File: src/mem_stage_pkg.sv
// memory stage package: widths, field positions, word types, operation enum
`default_nettype none

package mem_stage_pkg;

    // ********************
    // widths
    // ********************
    localparam int XLEN   = 64;           // data path width
    localparam int STRB_W = XLEN / 8;     // byte lanes per word

    typedef logic [XLEN-1:0]   word_t;    // data or address
    typedef logic [31:0]       inst_t;    // raw instruction
    typedef logic [4:0]        reg_idx_t; // gpr index
    typedef logic [STRB_W-1:0] strb_t;    // byte write mask

    // ********************
    // instruction fields
    // ********************
    localparam int RD_LSB  = 7;           // rd at inst[11:7]
    localparam int RS2_LSB = 20;          // rs2 at inst[24:20]

    // link writes return pc of the next instruction
    localparam word_t LINK_STEP = word_t'(4);

    // ********************
    // stage operations
    // ********************
    // compact code from execute, replaces the wide one-hot opcode
    typedef enum logic [3:0] {
        OP_NONE = 4'd0,  // bubble or no write-back
        OP_ALU  = 4'd1,  // write alu result
        OP_LINK = 4'd2,  // write pc + 4
        OP_CSR  = 4'd3,  // write csr value carried in src2
        OP_LB   = 4'd4,
        OP_LH   = 4'd5,
        OP_LW   = 4'd6,
        OP_LD   = 4'd7,
        OP_LBU  = 4'd8,
        OP_LHU  = 4'd9,
        OP_LWU  = 4'd10,
        OP_SB   = 4'd11,
        OP_SH   = 4'd12,
        OP_SW   = 4'd13,
        OP_SD   = 4'd14
    } mem_op_e;

endpackage

`default_nettype wire

File: src/mem_stage_reg.sv
// execute to memory pipeline register with stall hold and valid gating
`timescale 1ns/1ns
`default_nettype none

module mem_stage_reg (
    input  wire  logic                   clk,
    input  wire  logic                   rst,
    input  wire  logic                   ex_valid,
    input  wire  logic                   hold,          // writeback not ready
    input  wire  mem_stage_pkg::word_t   ex_pc,
    input  wire  mem_stage_pkg::word_t   ex_alu_result,
    input  wire  mem_stage_pkg::word_t   ex_src2,
    input  wire  mem_stage_pkg::inst_t   ex_inst,
    input  wire  mem_stage_pkg::mem_op_e ex_op,
    output logic                         valid,
    output mem_stage_pkg::word_t         pc,
    output mem_stage_pkg::word_t         alu_result,
    output mem_stage_pkg::word_t         src2,
    output mem_stage_pkg::inst_t         inst,
    output mem_stage_pkg::mem_op_e       op
);
    import mem_stage_pkg::*;

    logic    valid_q;
    mem_op_e op_q;
    word_t   pc_q;
    word_t   alu_q;
    word_t   src2_q;
    inst_t   inst_q;

    // ********************
    // control part
    // ********************
    always_ff @(posedge clk) begin
        if (rst) begin
            valid_q <= 1'b0;
            op_q    <= OP_NONE;
        end else if (!hold) begin
            valid_q <= ex_valid;      // invalid capture is a bubble
            op_q    <= ex_op;
        end
    end

    // payload, only meaningful with valid_q
    always_ff @(posedge clk) begin
        if (!hold) begin
            pc_q   <= ex_pc;
            alu_q  <= ex_alu_result;
            src2_q <= ex_src2;
            inst_q <= ex_inst;
        end
    end

    // single valid check of the stage, downstream sees clean zeros
    assign valid      = valid_q;
    assign op         = valid_q ? op_q : OP_NONE;
    assign pc         = valid_q ? pc_q : '0;
    assign alu_result = valid_q ? alu_q : '0;
    assign src2       = valid_q ? src2_q : '0;
    assign inst       = valid_q ? inst_q : '0;

    // stall must freeze the whole entry for the next cycle
    a_hold_stable: assert property (@(posedge clk) disable iff (rst)
        hold |=> $stable({valid_q, op_q, pc_q, alu_q, src2_q, inst_q}));

endmodule

`default_nettype wire

File: src/store_path.sv
// store data forwarding from writeback, lane shift and byte mask
`timescale 1ns/1ns
`default_nettype none

module store_path (
    input  wire  mem_stage_pkg::mem_op_e  op,
    input  wire  mem_stage_pkg::word_t    addr,
    input  wire  mem_stage_pkg::word_t    src2,
    input  wire  mem_stage_pkg::word_t    fwd_wdata,
    input  wire  mem_stage_pkg::inst_t    inst,
    input  wire  logic                    fwd_valid,
    input  wire  logic                    fwd_wen,
    input  wire  mem_stage_pkg::reg_idx_t fwd_rd,
    output mem_stage_pkg::word_t          mem_wdata,
    output mem_stage_pkg::strb_t          mem_wmask
);
    import mem_stage_pkg::*;

    reg_idx_t rs2;
    logic     fwd_hit;
    word_t    st_data;     // store value after forwarding
    logic [2:0] off;       // byte offset in the word
    logic [5:0] bit_off;

    // ********************
    // forwarding
    // ********************
    assign rs2     = inst[RS2_LSB +: 5];
    assign fwd_hit = fwd_valid && fwd_wen && (fwd_rd == rs2);  // writeback still owns rs2
    assign st_data = fwd_hit ? fwd_wdata : src2;

    assign off     = addr[2:0];
    assign bit_off = {off, 3'b000};

    // ********************
    // lane placement
    // ********************
    always_comb begin
        mem_wdata = '0;
        mem_wmask = '0;
        case (op)
            OP_SB: begin
                mem_wdata = word_t'(st_data[7:0]) << bit_off;
                mem_wmask = strb_t'(1) << off;                // one-hot lane
            end
            OP_SH: begin
                if (off != 3'd7) begin                        // crossing the word is dropped
                    mem_wdata = word_t'(st_data[15:0]) << bit_off;
                    mem_wmask = strb_t'(2'b11) << off;
                end
            end
            OP_SW: begin
                if (addr[2]) begin
                    mem_wdata = {st_data[31:0], 32'b0};
                    mem_wmask = 8'hf0;
                end else begin
                    mem_wdata = {32'b0, st_data[31:0]};
                    mem_wmask = 8'h0f;
                end
            end
            OP_SD: begin
                mem_wdata = st_data;
                mem_wmask = '1;
            end
            default: ;                                        // no memory write
        endcase

        // loads and register ops never touch memory
        a_mask_store_only: assert (mem_wmask == '0 ||
            op inside {OP_SB, OP_SH, OP_SW, OP_SD});
    end

endmodule

`default_nettype wire

File: src/load_path.sv
// load lane extraction with sign or zero extension, read enable
`timescale 1ns/1ns
`default_nettype none

module load_path (
    input  wire  mem_stage_pkg::mem_op_e op,
    input  wire  mem_stage_pkg::word_t   addr,
    input  wire  mem_stage_pkg::word_t   mem_rdata,
    output mem_stage_pkg::word_t         load_data,
    output logic                         mem_ren
);
    import mem_stage_pkg::*;

    word_t       shifted;     // addressed byte moved to lane 0
    logic [7:0]  ld_byte;
    logic [15:0] ld_half;
    logic [31:0] ld_word;

    // ********************
    // field select
    // ********************
    assign shifted = mem_rdata >> {addr[2:0], 3'b000};
    assign ld_byte = shifted[7:0];
    assign ld_half = (addr[2:0] != 3'd7) ? shifted[15:0] : 16'b0;  // offsets 0 to 6 only
    assign ld_word = addr[2] ? mem_rdata[63:32] : mem_rdata[31:0];

    assign mem_ren = op inside {OP_LB, OP_LH, OP_LW, OP_LD, OP_LBU, OP_LHU, OP_LWU};

    // ********************
    // extension
    // ********************
    always_comb begin
        case (op)
            OP_LB:   load_data = {{56{ld_byte[7]}}, ld_byte};
            OP_LH:   load_data = {{48{ld_half[15]}}, ld_half};
            OP_LW:   load_data = {{32{ld_word[31]}}, ld_word};
            OP_LD:   load_data = mem_rdata;                     // whole word
            OP_LBU:  load_data = {56'b0, ld_byte};
            OP_LHU:  load_data = {48'b0, ld_half};
            OP_LWU:  load_data = {32'b0, ld_word};
            default: load_data = '0;
        endcase
    end

endmodule

`default_nettype wire

File: src/wb_select.sv
// register write enable decode and write-back value mux
`timescale 1ns/1ns
`default_nettype none

module wb_select (
    input  wire  mem_stage_pkg::mem_op_e op,
    input  wire  mem_stage_pkg::word_t   pc,
    input  wire  mem_stage_pkg::word_t   alu_result,
    input  wire  mem_stage_pkg::word_t   src2,
    input  wire  mem_stage_pkg::word_t   load_data,
    input  wire  mem_stage_pkg::inst_t   inst,
    output logic                         reg_wr_wen,
    output mem_stage_pkg::reg_idx_t      reg_wr_idx,
    output mem_stage_pkg::word_t         reg_wr_value
);
    import mem_stage_pkg::*;

    // ********************
    // source select
    // ********************
    always_comb begin
        reg_wr_wen   = 1'b1;
        reg_wr_value = '0;
        case (op)
            OP_ALU:  reg_wr_value = alu_result;
            OP_LINK: reg_wr_value = pc + LINK_STEP;  // jal, jalr return address
            OP_CSR:  reg_wr_value = src2;            // old csr value from execute
            OP_LB, OP_LH, OP_LW, OP_LD,
            OP_LBU, OP_LHU, OP_LWU:
                     reg_wr_value = load_data;
            default: reg_wr_wen   = 1'b0;            // stores and bubbles
        endcase

        // writeback relies on a clean zero when nothing is written
        a_value_needs_wen: assert (reg_wr_wen || reg_wr_value == '0);
    end

    assign reg_wr_idx = reg_wr_wen ? inst[RD_LSB +: 5] : '0;

endmodule

`default_nettype wire

File: src/mem_stage.sv
// memory access stage top: register, store path, load path, write-back select
`timescale 1ns/1ns
`default_nettype none

module mem_stage (
    input  wire  logic                    clk,
    input  wire  logic                    rst,
    // from execute
    input  wire  logic                    ex_valid,
    output logic                          ex_ready,
    input  wire  mem_stage_pkg::word_t    ex_pc,
    input  wire  mem_stage_pkg::inst_t    ex_inst,
    input  wire  mem_stage_pkg::mem_op_e  ex_op,
    input  wire  mem_stage_pkg::word_t    ex_alu_result,
    input  wire  mem_stage_pkg::word_t    ex_src2,
    // to writeback
    output logic                          out_valid,
    input  wire  logic                    wb_ready,
    output mem_stage_pkg::word_t          out_pc,
    output mem_stage_pkg::inst_t          out_inst,
    output logic                          reg_wr_wen,
    output mem_stage_pkg::reg_idx_t       reg_wr_idx,
    output mem_stage_pkg::word_t          reg_wr_value,
    // writeback register, for store data forwarding
    input  wire  logic                    fwd_valid,
    input  wire  logic                    fwd_wen,
    input  wire  mem_stage_pkg::reg_idx_t fwd_rd,
    input  wire  mem_stage_pkg::word_t    fwd_wdata,
    // memory port, read data same cycle
    output mem_stage_pkg::word_t          mem_addr,
    output logic                          mem_ren,
    output mem_stage_pkg::word_t          mem_wdata,
    output mem_stage_pkg::strb_t          mem_wmask,
    input  wire  mem_stage_pkg::word_t    mem_rdata
);
    import mem_stage_pkg::*;

    logic    hold;
    mem_op_e op;
    word_t   alu_result;
    word_t   src2;
    word_t   load_data;

    // stage never blocks by itself
    assign ex_ready = wb_ready;
    assign hold     = ~wb_ready;
    assign mem_addr = alu_result;   // one address for load and store

    // ********************
    // stage register
    // ********************
    mem_stage_reg u_reg (
        .clk(clk), .rst(rst),
        .ex_valid(ex_valid), .hold(hold),
        .ex_pc(ex_pc), .ex_alu_result(ex_alu_result), .ex_src2(ex_src2),
        .ex_inst(ex_inst), .ex_op(ex_op),
        .valid(out_valid), .pc(out_pc), .alu_result(alu_result),
        .src2(src2), .inst(out_inst), .op(op)
    );

    // ********************
    // memory side
    // ********************
    store_path u_store (
        .op(op), .addr(alu_result), .src2(src2), .fwd_wdata(fwd_wdata),
        .inst(out_inst), .fwd_valid(fwd_valid), .fwd_wen(fwd_wen), .fwd_rd(fwd_rd),
        .mem_wdata(mem_wdata), .mem_wmask(mem_wmask)
    );

    load_path u_load (
        .op(op), .addr(alu_result), .mem_rdata(mem_rdata),
        .load_data(load_data), .mem_ren(mem_ren)
    );

    // register file side
    wb_select u_wb (
        .op(op), .pc(out_pc), .alu_result(alu_result), .src2(src2),
        .load_data(load_data), .inst(out_inst),
        .reg_wr_wen(reg_wr_wen), .reg_wr_idx(reg_wr_idx), .reg_wr_value(reg_wr_value)
    );

endmodule

`default_nettype wire

File: config.mk
export PLATFORM = sky130hd
export DESIGN_NAME = mem_stage
export DESIGN_NICKNAME = d
export VERILOG_FILES = /design/src/mem_stage_pkg.sv /design/src/mem_stage_reg.sv /design/src/store_path.sv /design/src/load_path.sv /design/src/wb_select.sv /design/src/mem_stage.sv
export SDC_FILE = /design/constraint.sdc
export NUM_CORES = 1
export LEC_CHECK = 0
export BUFFER_PORTS_ARGS = -buffer_cell sky130_fd_sc_hd__buf_2
export CAP_MARGIN = 0
export CORE_AREA = 2 2 262 264
export CTS_CLUSTER_SIZE = 8
export DETAILED_ROUTE_END_ITERATION = 10
export DIE_AREA = 0 0 264 266
export PLACE_DENSITY = 0.56
export SYNTH_ARGS = -nofsm -noshare
export SYNTH_HDL_FRONTEND = slang
export SYNTH_SLANG_ARGS = --single-unit
File: constraint.sdc
create_clock -name clk -period 3.4 [get_ports clk]
set_input_delay 0 -clock clk [delete_from_list [all_inputs] [get_ports clk]]
set_output_delay 0 -clock clk [all_outputs]
set_load 0.02 [all_outputs]
==> flow_summary.yaml, run 1 <==
final_layout:
  fillers: 7056
  mostFrequentLayoutCells: "buf_2, dlygate4sd3_1, edfxtp_1"
  nNetsFinal: 2848
  drive_gt1_share_pct: 36.3
  final_common_cell: "buf_2"
  seqCellArea_mm2: 0.00683
  multiInputGateArea_mm2: 0.00767
  stdcell_count: 3385
  fin_util_pct: 35.1
  area_growth_pct: 60.4
grt:
  grtUsageMet3_pct: 7.64
  gr-total-overflow: 0
  grt_pass1_wl_um: 140000
  top_usage_layer: "met2"
  grt_pass1_vias: 18200
  met1_usage_pct: 35.2
  grtUsageMet2_pct: 47.4
  grt_max_degree: 79
  antenna_found_initial: 25
  grt_usage_pct: 28.3
synth:
  synth_nets: 1894
  ys.warnings.count: 0
  synthFlopType: "edfxtp_1"
  avgSynthCellArea_um2: 9.73
  ys_async_sr_fraction_pct: 0
  yosysUniqueCellTypes: 70
  synth_edf_count: 224
  syn_area_mm2: 0.0148
  ys_ff_latch: 229
  synthCells: 1522
  seq_area_frac_synth_pct: 46.1
timing:
  final.setup.worst_slack_ns: -0.0426
  hold_ws_ns: 0.155
  fin_tns_setup_ns: -0.0426
  drv_slew: 0
  finalHoldViolations: 0
  max_freq_mhz: 290
  fin_skew_ns: 0
  period_minus_slack_ns: 3.44
  relSlewSlack_pct: 27.1
  tightest_slew_ns: 1.09
  setup_viol: 1
  rsz0062_at_grt: "yes"
  fin_crit_sh_pct: 101
worst_hold_path:
  hp-class: "in -> reg"
  hold_path_depth: 2
routing:
  wl_per_cell_um: 30.9
  via_per_inst: 5.41
  drt_iter0_markers: 2308
  wl_um: 105000
  num_vias: 18300
  drtPass1Iterations: 9
  ant_nets: 0
  post-route-drc-count: 0
clocking:
  cts_buffers: 36
  clock_sinks: 229
  clk_pin_slew_ns: 0.06
  htreeDepth: 2
  worstSkewPairLatency_ns: 0.54
  root_buffer: "clkbuf_16"
  cts_tree: "done"
  clockBufferDepth: 3
setup_path:
  cp-end-kind: "output port"
  cp.required_ns: 3.40
  r2r_slack_ns: 1.72
  r2r_cells: 6
  setup.worst_path.start_class: "register"
  cp_max_fo: 7
  critPathArrivalTime_ns: 3.44
  criticalPathCategory: "reg -> out"
power:
  pwr-share-clk_pct: 39.6
  vdd_drop_max_v: 0.000350
  internal_power_mw: 6.06
  power.density_mw_per_mm2: 361
  p_leak_nw: 10.3
  switching_share_pct: 29.3
  p_sw_mw: 2.52
  p_comb_share_pct: 17.5
  p_seq_share_pct: 42.8
die:
  dieArea_mm2: 0.0702
  dieWidth_um: 264
  die_h_um: 266
  rows: 96
  start_util_pct: 21.9
  pin_count: 672
  core_mm2: 0.0677
placement:
  dp.cells: 3054
  place.gp.congestion: 0.929
  dpl.hpwl_um: 82700
  io_buffer_count: 671
  dp_slack_ns: 0.294
status:
  violations: "setup timing"
  outcome: "finished with violations"
flow_run:
  maxCapViolations: 0
power by group through the flow:
stage / sequential [mW] / combinational (mW) / clock (mW)
floorplan: 3.50 / 0.534 / 0
global placement: 3.72 / 1.21 / 0
detailed placement: 3.71 / 1.22 / 0
CTS: 3.66 / 1.48 / 3.50
global route: 3.68 / 1.58 / 3.59
finish: 3.67 / 1.50 / 3.40
timing repair:
item,4_1_cts,5_1_grt
setup endpoints to repair,104,61
cloned,2,1
endpoints found under the hold margin,255,0
gates resized for setup,26,37
buffers inserted,19,9
hold buffers,235,0
pin swaps,14,16
sequential cells by signal, summed over array words and instances (netlist names):
signal and flops:
u_reg.alu_q 64, u_reg.inst_q 32, u_reg.op_q 4, u_reg.pc_q 64, u_reg.src2_q 64, u_reg.valid 1
cell usage after synthesis, types with 32 or more instances:
master      n  area, um2
a222oi_1   55        551
and2_1    151        945
a21oi_1    59        295
xnor2_1    32        280
edfxtp_1  224       6730
nand4_1    38        238
o211ai_1   34        255
clkbuf_1  100        375
and3_1     51        319
nand3_1    84        420
nand2_1   172        646
nor2_1     76        285
mux2i_1    47        470
area by class of cell:
| cell class | count | share of cell area, % |
|---|---|---|
| multi-input combinational | 1146 | 32.3 |
| timing repair buffer | 1038 | 29.5 |
| sequential | 229 | 28.8 |
| tap | 882 | 4.65 |
| clock buffer | 45 | 4.07 |
| inverter | 25 | 0.395 |
| clock inverter | 7 | 0.269 |
| antenna | 13 | 0.137 |
per-stage QoR:
stage | total power, mW | cell area [um2]
CTS | 8.63 | 23500
detailed placement | 4.93 | 19800
global placement | 4.93 | 19800
floorplan | 4.03 | 14900
finish | 8.58 | 23800
global route | 8.86 | 23700
path summary, 6_finish.rpt:
path	endpoint	start
setup / recovery	reg_wr_value[61]	u_reg.valid
hold / removal	u_reg.alu_q[24]	ex_alu_result[24]
setup reg to reg	u_reg.valid	u_reg.valid
hold reg to reg	u_reg.op_q[2]	u_reg.op_q[2]
critical path: stages, from the launching register on:
cell and delay [ns]:
dfxtp_4 0.35, buf_12 0.13, buf_12 0.12, buf_4 0.11, and4_4 0.20, or3b_4 0.41, nor4_4 0.27, buf_6 0.17
and3_4 0.21, nand4_1 0.14, xor2_1 0.19, o211ai_1 0.38, buf_4 0.23
kinds of logic after synthesis:
logic type / synth area share, %
xor+xnor: 3.55
compound gates: 19.6
fa+ha+maj: 0.422
simple gates: 22.8
flops: 46.1
buf+inv: 3.89
mux: 3.63
layer usage:
layer | wire, um | share of wire (%)
met3 | 10500 | 10
met1 | 41200 | 39
met4 | 3090 | 3.0
met5 | 86 | 0.082
met2 | 49800 | 48
(Power assumes the default switching activity.)
==> run 2: changes to the inputs <==
Settings changed: CORE_AREA 2 2 262 264 to 2 2 264 266, DIE_AREA 0 0 264 266 to 0 0 266 268.
==> flow_summary.yaml, run 2 (synthesis results as in run 1) <==
status:
  outcome: "finished with violations"
  violations: "setup timing"
final_layout:
  reg_top3: "u_reg.alu_q: 64 flops, u_reg.pc_q: 64 flops, u_reg.src2_q: 64 flops"
  area_growth_pct: 59.9
  drive_gt1_share_pct: 36.6
  final_common_cell: "buf_2"
  nNetsFinal: 2840
  mostFrequentLayoutCells: "buf_2, dlygate4sd3_1, edfxtp_1"
  fin_util_pct: 34.7
  stdcell_count: 3379
  fin_area_mm2: 0.0237
power:
  switching_share_pct: 30.0
  power.density_mw_per_mm2: 360
  p_leak_nw: 10.3
  p_comb_share_pct: 17.7
  pwr-share-clk_pct: 39.2
  p_seq_share_pct: 43.0
  internal_power_mw: 5.96
  p_sw_mw: 2.56
  vdd_drop_max_v: 0.000307
placement:
  dpl.hpwl_um: 84100
  place.gp.congestion: 0.991
  dp.cells: 3049
  placed_area_mm2: 0.0197
  io_buffer_count: 671
setup_path:
  worst_r2r_startpoint: "u_reg.valid"
  crit_end: "reg_wr_value[59]"
  r2r_cells: 6
  cp_max_fo: 8
  cp-end-kind: "output port"
  critPathArrivalTime_ns: 3.42
  reg2reg_to: "u_reg.valid"
  r2r_slack_ns: 1.37
  startpoint: "u_reg.valid"
  cp.required_ns: 3.40
  setup.worst_path.start_class: "register"
  criticalPathCategory: "reg -> out"
timing:
  drv_slew: 0
  finalHoldViolations: 0
  hold_ws_ns: 0.0198
  setup_viol: 1
  final.setup.worst_slack_ns: -0.0247
  max_freq_mhz: 292
  period_minus_slack_ns: 3.42
  fin_skew_ns: 0
  fin_crit_sh_pct: 101
  relSlewSlack_pct: 21.1
  rsz0062_at_grt: "yes"
  tightest_slew_ns: 1.18
die:
  core_mm2: 0.0682
  die_h_um: 268
  rows: 96
  dieArea_mm2: 0.0713
  dieWidth_um: 266
  pin_count: 672
  start_util_pct: 21.7
flow_run:
  maxCapViolations: 0
clocking:
  cts_buffers: 35
  clock_sinks: 229
  root_buffer: "clkbuf_16"
  worstSkewPairLatency_ns: 0.55
  htreeDepth: 2
  cts_tree: "done"
  clockBufferDepth: 3
  clk_pin_slew_ns: 0.05
grt:
  grt_usage_pct: 28.2
  grt_pass1_wl_um: 141000
  gr-total-overflow: 0
  antenna_found_initial: 34
  grt_pass1_vias: 17900
  grt_max_degree: 98
routing:
  ant_nets: 0
  drt_iter0_markers: 2265
  num_vias: 18400
  via_per_inst: 5.45
  post-route-drc-count: 0
  drtPass1Iterations: 9
  wl_per_cell_um: 31.3
  wl_um: 106000
worst_hold_path:
  hp-class: "in -> reg"
run 2: cell count changes in the layout (fill, tap and decap cells not counted), moves of 3 or more:
cell	delta
buf_2	+5
diode_2	+5
buf_4	-4
nor2_1	-4
nor2_2	+4
a31oi_2	-3
buf_12	-3
dlygate4sd3_1	-3
nand2_4	+3
run 2: power groups by stage:
stage	combinational (mW)	sequential (mW)	clock (mW)
after floorplan	0.534	3.50	0
after global placement	1.21	3.71	0
after detailed placement	1.21	3.71	0
after CTS	1.47	3.65	3.41
after global routing	1.59	3.68	3.49
final	1.51	3.67	3.34
run 2: area by class of cell:
cell class                      instances  area [um2]
Inverter                               25        93.8
Clock inverter                          5        60.1
Sequential cell                       229        6830
Clock buffer                           43         916
Fill cell                            7046       44500
Timing Repair Buffer                 1032        6890
Tap cell                              882        1100
Multi-Input combinational cell       1145        7740
Antenna cell                           18        45.0
run 2: worst min-delay path by stage:
stage | startpoint | end | cells past startpoint
after floorplan | rst | u_reg.valid | 1
after global placement | ex_inst[12] | u_reg.inst_q[12] | 1
after detailed placement | ex_pc[35] | u_reg.pc_q[35] | 1
after CTS | wb_ready | u_reg.pc_q[25] | 1
after global routing | wb_ready | u_reg.pc_q[10] | 1
final | wb_ready | u_reg.pc_q[24] | 1
run 2: layer usage:
metal	track usage, %	part of all wire (%)
met1	35.0	39
met2	47.1	47
met3	8.30	11
met4	8.72	3.5
met5	0	0.16
run 2: metrics by stage:
stage | TNS (ns) | worst slack [ns] | total power [mW]
after floorplan | 0 | 0.00449 | 4.03
after global placement | 0 | 0.116 | 4.92
after detailed placement | 0 | 0.0714 | 4.92
after CTS | -0.0592 | -0.0360 | 8.53
after global routing | -0.389 | -0.107 | 8.76
final | -0.0247 | -0.0247 | 8.52
run 2: worst max-delay path, cell delays in order (launching register included):
cell     delay (ns)
dfxtp_4        0.47
buf_12         0.17
buf_6          0.10
and4_1         0.19
or3b_4         0.41
nor4_4         0.27
buf_4          0.19
and3_4         0.20
nand3_4        0.09
or4_4          0.50
nand4_1        0.14
buf_6          0.14
run 2: what timing repair did:
action,CTS,global route
setup endpoints to repair,105,50
buffers inserted,17,14
hold buffers,232,0
gates resized for setup,46,35
gates cloned,0,1
pin swaps,14,10
hold endpoints to repair,229,0
